==> src/logic/frame_match_pkg.sv <==
// shared widths, flag bit positions and lfsr constants; the store depth fixes pat_addr_t at 11 bits.
`default_nettype none

package frame_match_pkg;

	localparam int num_slots = 4;
	localparam int pattern_depth = 2048;
	localparam int ext_max = 16;

	// bit positions inside each slot's flag byte.
	localparam int flag_any = 0;
	localparam int flag_last = 1;
	localparam int flag_repl = 2;
	localparam int flag_rand = 3;
	localparam int flag_capture = 4;

	// fibonacci taps 8, 6, 5 and 4 as a mask over bits 7..0.
	localparam logic [7:0] lfsr_seed = 8'd11;
	localparam logic [7:0] lfsr_taps = 8'b1011_1000;

	typedef logic [7:0] byte_t;
	typedef logic [10:0] pat_addr_t;
	typedef logic [3:0] slot_mask_t;

	// slot i sits in byte i.
	typedef logic [31:0] pat_word_t;

	// counts 0 to ext_max, so one bit wider than the index.
	typedef logic [4:0] ext_num_t;

	// capture k sits in byte k.
	typedef logic [127:0] ext_data_t;

	typedef logic [1:0] report_id_t;

endpackage

`default_nettype wire

==> src/logic/frame_result_if.sv <==
// per-frame result from tracker to report; the fields are only valid while frame_end is high.
`timescale 1ns/1ns
`default_nettype none

interface frame_result_if import frame_match_pkg::*; ();

	logic frame_end;
	slot_mask_t slot_match;
	ext_num_t ext_num;
	ext_data_t ext_data;

	modport src (output frame_end, output slot_match, output ext_num, output ext_data);

	modport dst (input frame_end, input slot_match, input ext_num, input ext_data);

endinterface

`default_nettype wire

==> src/logic/match_report.sv <==
// holds the last nonzero masked result; the report number wraps after 3 and the first report is 1.
`timescale 1ns/1ns
`default_nettype none

module match_report import frame_match_pkg::*; (
	input wire logic s_axis_clk,
	input wire logic rst_n_cdc,
	input slot_mask_t match_en,
	frame_result_if.dst res,
	output slot_mask_t match,
	output report_id_t match_id,
	output ext_num_t match_ext_num,
	output ext_data_t match_ext_data
);

	slot_mask_t masked;
	slot_mask_t pend_match;
	logic pend_valid;
	ext_num_t pend_num;
	ext_data_t pend_data;

	assign masked = res.slot_match & match_en;

	// one staging cycle puts the report three edges behind the last beat.
	always_ff @(posedge s_axis_clk) begin
		if (!rst_n_cdc) begin
			pend_valid <= 1'b0;
		end else begin
			pend_valid <= res.frame_end && masked != '0;
		end
	end

	always_ff @(posedge s_axis_clk) begin
		if (res.frame_end) begin
			pend_match <= masked;
			pend_num <= res.ext_num;
			pend_data <= res.ext_data;
		end
	end

	always_ff @(posedge s_axis_clk) begin
		if (!rst_n_cdc) begin
			match <= '0;
			match_id <= '0;
			match_ext_num <= '0;
			match_ext_data <= '0;
		end else if (pend_valid) begin
			match <= pend_match;
			match_id <= match_id + report_id_t'(1);
			match_ext_num <= pend_num;
			match_ext_data <= pend_data;
		end
	end

endmodule

`default_nettype wire

==> src/flat_wrapper.sv <==
// flat-port wrapper written by rule: the top's interface ports become plain ports
module match_report_flat import frame_match_pkg::*;
  (s_axis_clk, rst_n_cdc, match_en, match, match_id, match_ext_num, match_ext_data, res_frame_end, res_slot_match, res_ext_num, res_ext_data);
  frame_result_if res_i ();
  input wire logic s_axis_clk;
  input wire logic rst_n_cdc;
  input slot_mask_t match_en;
  output slot_mask_t match;
  output report_id_t match_id;
  output ext_num_t match_ext_num;
  output ext_data_t match_ext_data;
  input wire logic [$bits(res_i.frame_end)-1:0] res_frame_end;
  input wire logic [$bits(res_i.slot_match)-1:0] res_slot_match;
  input wire logic [$bits(res_i.ext_num)-1:0] res_ext_num;
  input wire logic [$bits(res_i.ext_data)-1:0] res_ext_data;
  assign res_i.frame_end = res_frame_end;
  assign res_i.slot_match = res_slot_match;
  assign res_i.ext_num = res_ext_num;
  assign res_i.ext_data = res_ext_data;
  match_report u_core (.s_axis_clk(s_axis_clk), .rst_n_cdc(rst_n_cdc), .match_en(match_en), .res(res_i), .match(match), .match_id(match_id), .match_ext_num(match_ext_num), .match_ext_data(match_ext_data));
endmodule
==> config.mk <==
export PLATFORM = sky130hd
export DESIGN_NAME = match_report_flat
export DESIGN_NICKNAME = d
export VERILOG_FILES = /design/src/logic/frame_match_pkg.sv /design/src/logic/frame_result_if.sv /design/src/logic/match_report.sv /design/src/flat_wrapper.sv
export SDC_FILE = /design/constraint.sdc
export NUM_CORES = 1
export LEC_CHECK = 0
export BUFFER_PORTS_ARGS = -buffer_cell sky130_fd_sc_hd__buf_2
export CORE_ASPECT_RATIO = 0.6
export CORE_MARGIN = 10
export CORE_UTILIZATION = 47
export CTS_BUF_LIST = sky130_fd_sc_hd__clkbuf_2
export DETAILED_ROUTE_END_ITERATION = 10
export PLACE_DENSITY = 0.79
export REMOVE_ABC_BUFFERS = 1
export SETUP_SLACK_MARGIN = 0.02
export SKIP_LAST_GASP = 1
export SYNTH_ARGS = -nofsm -noshare
export SYNTH_HDL_FRONTEND = slang
export SYNTH_SLANG_ARGS = --single-unit
==> constraint.sdc <==
create_clock -name s_axis_clk -period 1.2 [get_ports s_axis_clk]
set_clock_uncertainty 0.1 [all_clocks]
set_input_delay 0.12 -clock s_axis_clk [delete_from_list [all_inputs] [get_ports s_axis_clk]]
set_output_delay 0.12 -clock s_axis_clk [all_outputs]
set_load 0.01 [all_outputs]
==> flow_metrics.env, run 1 <==
export IMPL_outcome="aborted with a tool error"
export IMPL_stop_stage="clock tree synthesis"
export IMPL_stop_error="[ERROR RSZ-0060] Max buffer count reached."
export IMPL_root_buffer="clkbuf_2"
export IMPL_port_buffers=282
export IMPL_yosysWarnings=0
export IMPL_place_area_um2=11100
export IMPL_ys_seq_area_frac=0.760
export IMPL_pin_count=283
export IMPL_die_w_um=200
export IMPL_syn_avg_cell_area_um2=15.3
export IMPL_cts_buffers=59
export IMPL_synth_cell_type_count=16
export IMPL_syn_cell_area_um2=9100
export IMPL_place_hpwl_um=16300
export IMPL_clock_sinks=277
export IMPL_htree_levels=2
export IMPL_hold_buffers=256
export IMPL_postSynthCellCount=594
export IMPL_die_h_um=128
export IMPL_gp_congestion=0.752
export IMPL_initial_utilization=0.478
export IMPL_yosys_register_bits=277
export IMPL_post_cts_buffers=34
export IMPL_clock_path_buffers=3
export IMPL_rows=39
export IMPL_post_cts_resized=326
## Yosys cell counts, drive strengths merged
library cell / n / area [um^2]
clkbuf: 12 / 45.0
inv: 1 / 3.75
nor2: 138 / 518
buf: 19 / 175
o41a: 1 / 11.3
mux2i: 137 / 1370
and2: 5 / 31.3
a21oi: 1 / 5.00
a21bo: 1 / 10.0
nand3b: 1 / 7.51
dfxtp: 140 / 2800
edfxtp: 137 / 4110
xnor2: 1 / 8.76
## cells by family after synthesis
group / Yosys count / synth area share
AOI/OAI and AO/OA: 3 / 0.00289
xor gates and xnor gates: 1 / 0.000962
buffers and inverters: 32 / 0.0246
DFF: 277 / 0.760
muxes: 137 / 0.151
and+or+nand+nor: 144 / 0.0612
## metrics by stage
step / utilization / hold WS (ns) / setup slack [ns] / cells / setup TNS (ns)
after floorplan: - / 0.119 / -4.30 / 563 / -587.32
after global placement: 0.581 / 0.196 / 0.0209 / 1123 / 0
after detailed placement: 0.581 / 0.198 / -0.0146 / 1123 / -0.0178
==> run 2: changes to the inputs <==
--- a/config.mk
+++ b/config.mk
@@ -6,14 +6,11 @@
 export NUM_CORES = 1
 export LEC_CHECK = 0
 export BUFFER_PORTS_ARGS = -buffer_cell sky130_fd_sc_hd__buf_2
-export CORE_ASPECT_RATIO = 0.6
 export CORE_MARGIN = 10
-export CORE_UTILIZATION = 47
-export CTS_BUF_LIST = sky130_fd_sc_hd__clkbuf_2
+export CORE_UTILIZATION = 40
 export DETAILED_ROUTE_END_ITERATION = 10
-export PLACE_DENSITY = 0.79
+export PLACE_DENSITY_LB_ADDON = 0.15
 export REMOVE_ABC_BUFFERS = 1
-export SETUP_SLACK_MARGIN = 0.02
 export SKIP_LAST_GASP = 1
 export SYNTH_ARGS = -nofsm -noshare
 export SYNTH_HDL_FRONTEND = slang
==> constraint.sdc (replaced) <==
create_clock -name s_axis_clk -period 1.6 [get_ports s_axis_clk]
set_clock_uncertainty 0.1 [all_clocks]
set_input_delay 0.16 -clock s_axis_clk [delete_from_list [all_inputs] [get_ports s_axis_clk]]
set_output_delay 0.16 -clock s_axis_clk [all_outputs]
set_load 0.01 [all_outputs]
==> run 2 against run 1 <==
Against the previous run:
- the run now ends clean
- synthesized area is the same
- synthesized cell count is the same
==> flow_metrics.env, run 2 <==
export IMPL_outcome="finished, final reports clean"
export IMPL_core_area_um2=22500
export IMPL_yosysTopAreaCell="edfxtp_1"
export IMPL_synth_common_cells="dfxtp_1 (140), nor2_1 (138), edfxtp_1 (137), mux2i_1 (137), clkbuf_1 (12)"
export IMPL_post_cts_resized=0
export IMPL_grt_antenna_before_repair=0
export IMPL_htree_levels=1
export IMPL_power_leakage_nw=5.68
export IMPL_wire_per_inst_um=17.1
export IMPL_final_cell_mix="buf_2 (281), dlygate4sd3_1 (143), dfxtp_1 (139)"
export IMPL_synth_xor_area_frac=0.000962
export IMPL_start_kind="primary input"
export IMPL_min_path_cells=2
export IMPL_place_hpwl_um=15100
export IMPL_path_clk_slew_ns=0.06
export IMPL_ir_drop_v=0.00101
export IMPL_largestRegisters="u_core.match_ext_data (128), u_core.pend_data (128)"
export IMPL_min_path_type="primary input to flop"
export IMPL_synthArstFlopShare=0
export IMPL_antenna_left=0
export IMPL_slowest_stage="dlygate4sd3_1"
export IMPL_tightest_slew_ns=0.327
export IMPL_rsz0062_at_grt="false"
export IMPL_postLayoutCoreUtil=0.594
export IMPL_syn_cell_area_um2=9100
export IMPL_slew_violations=0
export IMPL_antennaDiodeCount=0
export IMPL_cap_violations=0
export IMPL_die_h_um=171
export IMPL_synth_mux_area_frac=0.151
export IMPL_dr_total_vias=6043
export IMPL_place_area_um2=11000
export IMPL_gp_congestion=0.724
export IMPL_max_stage_delay_ns=0.58
export IMPL_rows=55
export IMPL_worstPathCellList="dlygate4sd3_1, buf_2, and2_1, dlygate4sd3_1, o41a_1"
export IMPL_yosys_area_share_simple=0.0612
export IMPL_ys_seq_area_frac=0.760
export IMPL_die_area_um2=29200
export IMPL_synth_most_common_cell="dfxtp_1"
export IMPL_slew_headroom=0.782
export IMPL_root_buffer="clkbuf_16"
export IMPL_synth_compound_area_share=0.00289
export IMPL_syn_to_final_growth_pct=46.8
export IMPL_clock_path_buffers=3
export IMPL_syn_avg_cell_area_um2=15.3
export IMPL_drc=0
export IMPL_postSynthCellCount=594
export IMPL_grt_pass1_vias=6460
export IMPL_yosys_register_bits=277
export IMPL_yosys_most_used_dff="dfxtp_1"
export IMPL_final_common_cell="buf_2"
export IMPL_synthTopCellsByArea="edfxtp_1 (45%), dfxtp_1 (31%), mux2i_1 (15%), nor2_1 (5.7%), buf_6 (1.4%)"
export IMPL_crit_top_cell="dlygate4sd3_1"
export IMPL_synth_top_family_by_area="multiplexers"
export IMPL_arrival_ns=1.87
export IMPL_synth_cell_type_count=16
export IMPL_hold_ws_ns=0.221
export IMPL_post_route_period_util=0.968
export IMPL_min_period_ns=1.55
export IMPL_clock_sinks=277
export IMPL_cts_tree="yes"
export IMPL_cts_buffers=30
export IMPL_setup_viol_count_final=0
export IMPL_fin_area_um2=13400
export IMPL_port_buffers=282
export IMPL_grt_max_degree=46
export IMPL_endpoint_kind="flop"
export IMPL_synth_edff_count=137
export IMPL_clock_fmax_mhz=646
export IMPL_layout_drive_gt1_share=0.329
export IMPL_drt_pass1_iter_count=4
export IMPL_grt_overflow=0
export IMPL_hold_viol=0
export IMPL_die_w_um=171
export IMPL_power_density_nw_per_um2=1210
export IMPL_grt_pass1_wl_um=35600
export IMPL_reg2regPathDepth=4
export IMPL_worst_setup_path_type="primary input to flop"
export IMPL_layout_nets=1186
export IMPL_pin_count=283
export IMPL_vias_per_cell=4.47
export IMPL_synthAdderAreaFrac=0
export IMPL_path_max_fanout=2
export IMPL_required_ns=1.92
export IMPL_dr_first_iter_drc_count=299
export IMPL_clk_latency_ns=0.54
export IMPL_yosysWarnings=0
export IMPL_grt_usage=0.153
export IMPL_synthDominantCellAreaShare=0.452
export IMPL_initial_utilization=0.405
export IMPL_wl_um=23100
==> run 2: cell counts after synthesis <==
Identical to the previous run, type by type.
==> run 2: final timing paths <==
path	from	endpoint	slack, ns
min reg2reg	u_core.pend_data[21]$_DFFE_PP_	u_core.match_ext_data[21]$_SDFFE_PN0P_	0.38
min	res_ext_data[74]	u_core.pend_data[74]$_DFFE_PP_	0.22
max	match_en[1]	u_core.pend_valid$_SDFF_PN0_	0.05
max reg2reg	u_core.pend_valid$_SDFF_PN0_	u_core.match_ext_data[118]$_SDFFE_PN0P_	0.26
==> run 2: final cells by class <==
| type | count | area, um^2 |
|---|---|---|
| clock buffers | 49 | 903 |
| fillers | 1762 | 9140 |
| clock inverters | 7 | 66.3 |
| well taps | 285 | 357 |
| inverters | 1 | 6.26 |
| repair buffers | 447 | 3150 |
| multi-input cells | 285 | 1960 |
| flip-flops and latches | 277 | 6920 |
==> run 2: routing by layer <==
layer	GRT usage	vias up	part of all wire
met5	0	-	0
met4	0.0518	0	0.031
met3	0.0482	48	0.072
met2	0.251	201	0.49
met1	0.186	2812	0.41
li1	-	2982	-
==> run 2: cell families after synthesis <==
logic type,Yosys count
compound gates,3
xor+xnor,1
buf+inv,32
mux,137
simple gates,144
flops,277
==> run 2: what timing repair did <==
action,4_1_cts,5_1_grt
setup endpoints to repair,0,1
endpoints found under the hold margin,171,1
hold buffers,143,1
setup buffers,0,0
==> run 2: critical path: cells and delay by family <==
family	cells	cell delay [ns]
AO/OA/AOI/OAI	1	0.34
buffers and inverters	3	1.23
AND/OR/NAND/NOR	1	0.13
==> run 2: power breakdown <==
part / switching [mW] / internal (mW) / leakage (nW)
sequential: 0.168 / 7.94 / 2.48
combinational: 0.654 / 0.752 / 2.72
clock: 2.66 / 4.00 / 0.474
==> run 2: metrics by stage <==
step / instances / total power [mW] / setup TNS (ns) / setup slack, ns
6_report: 1351 / 16.2 / 0 / 0.0518
4_1_cts: 1351 / 16.4 / 0 / 0.00106
5_1_grt: 1351 / 16.8 / 0 / 0.0194
3_5_place_dp: 1152 / 9.40 / 0 / 0.298
2_1_floorplan: 563 / 8.82 / -531.72 / -3.90
3_3_place_gp: 1152 / 9.38 / 0 / 0.325
Note: power is estimated with default switching activity, not from simulation.
==> run 3: changes to the inputs <==
--- a/config.mk
+++ b/config.mk
@@ -10,7 +10,6 @@
 export CORE_UTILIZATION = 40
 export DETAILED_ROUTE_END_ITERATION = 10
 export PLACE_DENSITY_LB_ADDON = 0.15
-export REMOVE_ABC_BUFFERS = 1
 export SKIP_LAST_GASP = 1
 export SYNTH_ARGS = -nofsm -noshare
 export SYNTH_HDL_FRONTEND = slang
==> run 3 against run 2 <==
Against the previous run:
- via count is 0.22% higher
- die area stayed put
- sequential power hardly changed
- utilization is 0.050 points lower
- design area hardly changed
- sequential share of layout area hardly changed
- highest routed layer unchanged
- clock-buffer cell count is 11 lower
- sequential cell count stayed put
- setup slack better by 0.0011 ns
- critical path depth stayed put
==> flow_metrics.env, run 3 (synthesis gave the netlist of run 2 again) <==
export IMPL_outcome="finished, final reports clean"
export IMPL_slew_violations=0
export IMPL_slowest_stage="dlygate4sd3_1"
export IMPL_path_clk_slew_ns=0.06
export IMPL_multi_input_area_um2=1960
export IMPL_slew_headroom=0.703
export IMPL_rsz0062_at_grt="false"
export IMPL_root_buffer="clkbuf_16"
export IMPL_instances_no_fill=1350
export IMPL_cts_buffers=29
export IMPL_crit_top_cell="dlygate4sd3_1"
export IMPL_largestRegisters="u_core.match_ext_data (128), u_core.pend_data (128)"
export IMPL_worst_setup_path_type="primary input to flop"
export IMPL_final_cell_mix="buf_2 (281), dlygate4sd3_1 (143), dfxtp_1 (139)"
export IMPL_fin_ws_ns=0.0529
export IMPL_tightest_slew_ns=0.446
export IMPL_top_usage_layer="met2"
export IMPL_core_area_um2=22500
export IMPL_pwr_share_comb=0.085
export IMPL_grt_antenna_before_repair=3
export IMPL_die_area_um2=29200
export IMPL_met2_usage=0.272
export IMPL_hold_path_startpoint="res_ext_data[16]"
export IMPL_die_w_um=171
export IMPL_post_cts_resized=0
export IMPL_syn_to_final_growth_pct=46.7
export IMPL_clock_sinks=277
export IMPL_rows=55
export IMPL_clk_latency_ns=0.54
export IMPL_drt_pass1_iter_count=4
export IMPL_layout_drive_gt1_share=0.332
export IMPL_seqCellArea_um2=6920
export IMPL_grt_pass1_vias=6560
export IMPL_dr_first_iter_drc_count=305
export IMPL_final_common_cell="buf_2"
export IMPL_seq_power_share=0.495
export IMPL_place_hpwl_um=15100
export IMPL_cp_startpoint="match_en[2]"
export IMPL_setup_viol_count_final=0
export IMPL_endpoint_kind="flop"
export IMPL_arrival_ns=1.87
export IMPL_r2r_end="u_core.match_ext_data[50]$_SDFFE_PN0P_"
export IMPL_ff2ff_setup_slack_ns=0.17
export IMPL_min_path_cells=2
export IMPL_clkPwrFrac=0.420
export IMPL_syn_nets=738
export IMPL_pin_count=283
export IMPL_max_stage_delay_ns=0.59
export IMPL_path_max_fanout=2
export IMPL_antenna_left=0
export IMPL_min_path_type="primary input to flop"
export IMPL_layout_nets=1183
export IMPL_min_period_ns=1.55
export IMPL_grt_usage=0.156
export IMPL_post_route_period_util=0.967
export IMPL_die_h_um=171
export IMPL_grt_pass1_wl_um=36500
export IMPL_port_buffers=282
export IMPL_start_kind="primary input"
export IMPL_grt_max_degree=88
export IMPL_wire_per_inst_um=17.4
export IMPL_holdPathEnd="u_core.pend_data[16]$_DFFE_PP_"
export IMPL_clock_fmax_mhz=646
export IMPL_cts_tree="yes"
export IMPL_finalSetupTns_ns=0
export IMPL_htree_levels=1
export IMPL_worstPathCellList="dlygate4sd3_1, buf_2, and2_1, dlygate4sd3_1, o41a_1"
export IMPL_swShare=0.214
export IMPL_post_cts_buffers=0
export IMPL_timing_rr_start="u_core.pend_valid$_SDFF_PN0_"
export IMPL_gp_congestion=0.733
export IMPL_dr_total_vias=6056
export IMPL_vias_per_cell=4.49
export IMPL_ir_drop_v=0.000832
export IMPL_n_fill_cell=1784
export IMPL_power_leakage_nw=5.68
export IMPL_place_inst=1150
export IMPL_wl_um=23600
export IMPL_initial_utilization=0.405
export IMPL_place_area_um2=10900
export IMPL_grt_overflow=0
export IMPL_p_switching_mw=3.50
export IMPL_cap_violations=0
export IMPL_reg2regPathDepth=3
export IMPL_drc=0
export IMPL_power_density_nw_per_um2=1230
export IMPL_use_met3=0.0410
export IMPL_hold_viol=0
export IMPL_fin_area_um2=13400
export IMPL_required_ns=1.92
export IMPL_dp_slack_ns=0.221
export IMPL_clock_path_buffers=3
export IMPL_gr_usage_met1=0.180
export IMPL_p_int_mw=12.9
==> run 3: changes by cell type in the layout (fill, tap and decap cells not counted), sizes merged <==
cell and change:
clkbuf -11, clkinv +7, bufinv +3, diode +3, buf -2, clkinvlp -1
==> run 3: worst max-delay path by stage <==
stage / to / slack, ns
2_1_floorplan: u_core.match_ext_data[100]$_SDFFE_PN0P_ / 0.44
3_3_place_gp: u_core.match_ext_data[126]$_SDFFE_PN0P_ / 0.25
3_5_place_dp: u_core.match_ext_num[0]$_SDFFE_PN0P_ / 0.22
4_1_cts: u_core.pend_valid$_SDFF_PN0_ / 0.008
5_1_grt: u_core.pend_valid$_SDFF_PN0_ / 0.03
6_report: u_core.pend_valid$_SDFF_PN0_ / 0.05
==> run 3: timing repair <==
item	CTS	global route
hold endpoints to repair	162	3
hold buffers	143	2
endpoints found under the setup margin	0	1
==> run 3: layout make-up <==
class	instances	share of cell area
Clock inverter	16	0.0136
Multi-Input combinational cell	285	0.147
Inverter	1	0.000468
Antenna cell	3	0.000562
Timing Repair Buffer	445	0.233
Tap cell	285	0.0267
Sequential cell	277	0.518
Clock buffer	38	0.0606
==> run 3: power by group through the flow <==
stage	clock network, mW	registers [mW]	logic [mW]
after CTS	7.08	8.11	1.40
final	6.87	8.11	1.38
after global routing	7.35	8.16	1.52
after floorplan	0	8.31	0.458
after global placement	0	8.25	1.10
after detailed placement	0	8.26	1.12
==> run 3: worst max-delay path: cells and delay by family <==
kind            cells  cell delay, ns
buf+inv             3            1.25
simple gates        1            0.13
compound gates      1            0.32
==> run 3: layer usage <==
| layer | vias to the layer above | share of wire |
|---|---|---|
| met5 | - | 0 |
| li1 | 2973 | - |
| met4 | 0 | 0.032 |
| met3 | 47 | 0.068 |
| met1 | 2850 | 0.40 |
| met2 | 186 | 0.50 |
==> run 3: through the flow <==
| stage | hold slack (ns) | utilization | power [mW] |
|---|---|---|---|
| final | 0.229 | 0.594 | 16.4 |
| after global placement | 0.236 | 0.486 | 9.35 |
| after floorplan | 0.159 | - | 8.77 |
| after detailed placement | 0.238 | 0.486 | 9.38 |
| after global routing | 0.211 | 0.594 | 17.0 |
| after CTS | 0.202 | 0.593 | 16.6 |
==> run 4: changes to the inputs <==
--- a/config.mk
+++ b/config.mk
@@ -9,7 +9,8 @@
 export CORE_MARGIN = 10
 export CORE_UTILIZATION = 40
 export DETAILED_ROUTE_END_ITERATION = 10
-export PLACE_DENSITY_LB_ADDON = 0.15
+export PLACE_DENSITY = 0.62
+export SETUP_SLACK_MARGIN = 0.15
 export SKIP_LAST_GASP = 1
 export SYNTH_ARGS = -nofsm -noshare
 export SYNTH_HDL_FRONTEND = slang
==> run 4 against run 3 <==
Against the previous run:
- setup slack better by 0.13 ns
- global-route usage is 0.078 points higher
- maximum frequency increased by 9.1%
- clock power decreased by 7.6%
- utilization fell by 0.65 points
- clock-buffer cell count unchanged
- total power is 3.2% lower
- cell count decreased by 0.44%
- die area is the same
- design area is 1.1% lower
==> flow_metrics.env, run 4 (synthesis gave the netlist of run 2 again) <==
export IMPL_outcome="finished, final reports clean"
export IMPL_path_clk_slew_ns=0.06
export IMPL_finalPower_mw=15.8
export IMPL_fin_area_um2=13200
export IMPL_htree_levels=1
export IMPL_grt_antenna_before_repair=0
export IMPL_slew_headroom=0.747
export IMPL_syn_to_final_growth_pct=45.1
export IMPL_min_period_ns=1.42
export IMPL_post_route_period_util=0.886
export IMPL_worst_setup_path_type="primary input to flop"
export IMPL_instances_no_fill=1344
export IMPL_layout_drive_gt1_share=0.328
export IMPL_final_cell_mix="buf_2 (281), dlygate4sd3_1 (144), dfxtp_1 (139)"
export IMPL_drt_pass1_iter_count=4
export IMPL_syn_nets=738
export IMPL_die_h_um=171
export IMPL_grt_usage=0.157
export IMPL_dr_total_vias=6100
export IMPL_layout_nets=1180
export IMPL_root_buffer="clkbuf_16"
export IMPL_grt_pass1_wl_um=36400
export IMPL_grt_pass1_vias=6439
export IMPL_post_cts_resized=0
export IMPL_timing_rr_start="u_core.pend_valid$_SDFF_PN0_"
export IMPL_die_w_um=171
export IMPL_ir_drop_v=0.000994
export IMPL_clock_path_buffers=3
export IMPL_place_area_um2=10900
export IMPL_cts_buffers=29
export IMPL_wl_um=24200
export IMPL_slew_violations=0
export IMPL_antennaDiodeCount=0
export IMPL_power_density_nw_per_um2=1200
export IMPL_setup_viol_count_final=0
export IMPL_seqCellArea_um2=6920
export IMPL_grt_max_degree=60
export IMPL_clk_latency_ns=0.53
export IMPL_antenna_left=0
export IMPL_clock_sinks=277
export IMPL_finalSetupTns_ns=0
export IMPL_post_cts_buffers=0
export IMPL_place_inst=1146
export IMPL_final_common_cell="buf_2"
export IMPL_n_fill_cell=1758
export IMPL_largestRegisters="u_core.match_ext_data (128), u_core.pend_data (128)"
export IMPL_cap_violations=0
export IMPL_fin_ws_ns=0.182
export IMPL_multi_input_area_um2=1960
export IMPL_hold_viol=0
export IMPL_rsz0062_at_grt="false"
export IMPL_gp_congestion=0.712
export IMPL_start_kind="primary input"
export IMPL_path_max_fanout=2
export IMPL_required_ns=1.78
export IMPL_dr_first_iter_drc_count=344
export IMPL_cp_startpoint="res_slot_match[0]"
export IMPL_rows=55
export IMPL_arrival_ns=1.59
export IMPL_wire_per_inst_um=18.0
export IMPL_dp_slack_ns=0.330
export IMPL_die_area_um2=29200
export IMPL_tightest_slew_ns=0.380
export IMPL_vias_per_cell=4.54
export IMPL_pin_count=283
export IMPL_hold_path_startpoint="res_ext_data[96]"
export IMPL_hold_buffers=144
export IMPL_cts_tree="yes"
export IMPL_grt_overflow=0
export IMPL_endpoint_kind="flop"
export IMPL_min_path_type="primary input to flop"
export IMPL_clock_fmax_mhz=705
export IMPL_power_leakage_nw=5.61
export IMPL_place_hpwl_um=15300
export IMPL_port_buffers=282
export IMPL_initial_utilization=0.405
export IMPL_core_area_um2=22500
export IMPL_drc=0
-- run 4: cell count changes in the layout (fill, tap and decap cells not counted) --
cell,before,now
buf_12,9,6
clkbuf_1,4,5
bufinv_16,4,1
clkinv_4,0,1
diode_2,3,0
clkinv_1,2,3
clkbuf_8,5,4
buf_4,11,10
dlygate4sd3_1,143,144
clkinvlp_4,0,1
-- run 4: final cells by class --
class,instances,area share
timing repair buffer,442,0.231
clock inverter,16,0.00843
inverter,1,0.000474
tap,285,0.0270
multi-input combinational,285,0.149
sequential,277,0.524
clock buffer,38,0.0605
-- run 4: final timing paths --
check             cells past startpoint                                      end  slack [ns]
setup / recovery                      4           u_core.pend_match[0]$_DFFE_PP_        0.18
hold / removal                        2           u_core.pend_data[96]$_DFFE_PP_        0.23
setup reg to reg                      3  u_core.match_ext_data[100]$_SDFFE_PN0P_        0.25
hold reg to reg                       2     u_core.match_ext_num[3]$_SDFFE_PN0P_        0.38
-- run 4: layer usage --
metal | vias to the layer above | wire (um) | GRT usage
met5 | - | 0 | 0
met3 | 44 | 1760 | 0.0463
met1 | 2885 | 9520 | 0.183
met4 | 0 | 688 | 0.0533
li1 | 2964 | - | -
met2 | 207 | 12200 | 0.271
-- run 4: power by group --
part           internal, mW  switching [mW]
Sequential             7.93           0.169
Combinational         0.728           0.660
Clock                  3.67            2.68
Total                  12.3            3.51
-- run 4: stage by stage --
stage,hold slack (ns),util
final,0.228,0.587
after global routing,0.220,0.587
after CTS,0.202,0.587
after detailed placement,0.238,0.483
after global placement,0.237,0.483
after floorplan,0.159,-
-- run 4: worst max-delay path, stage by stage --
cell           delay (ns)
dlygate4sd3_1        0.56
buf_2                0.13
and2_1               0.17
dlygate4sd3_1        0.57
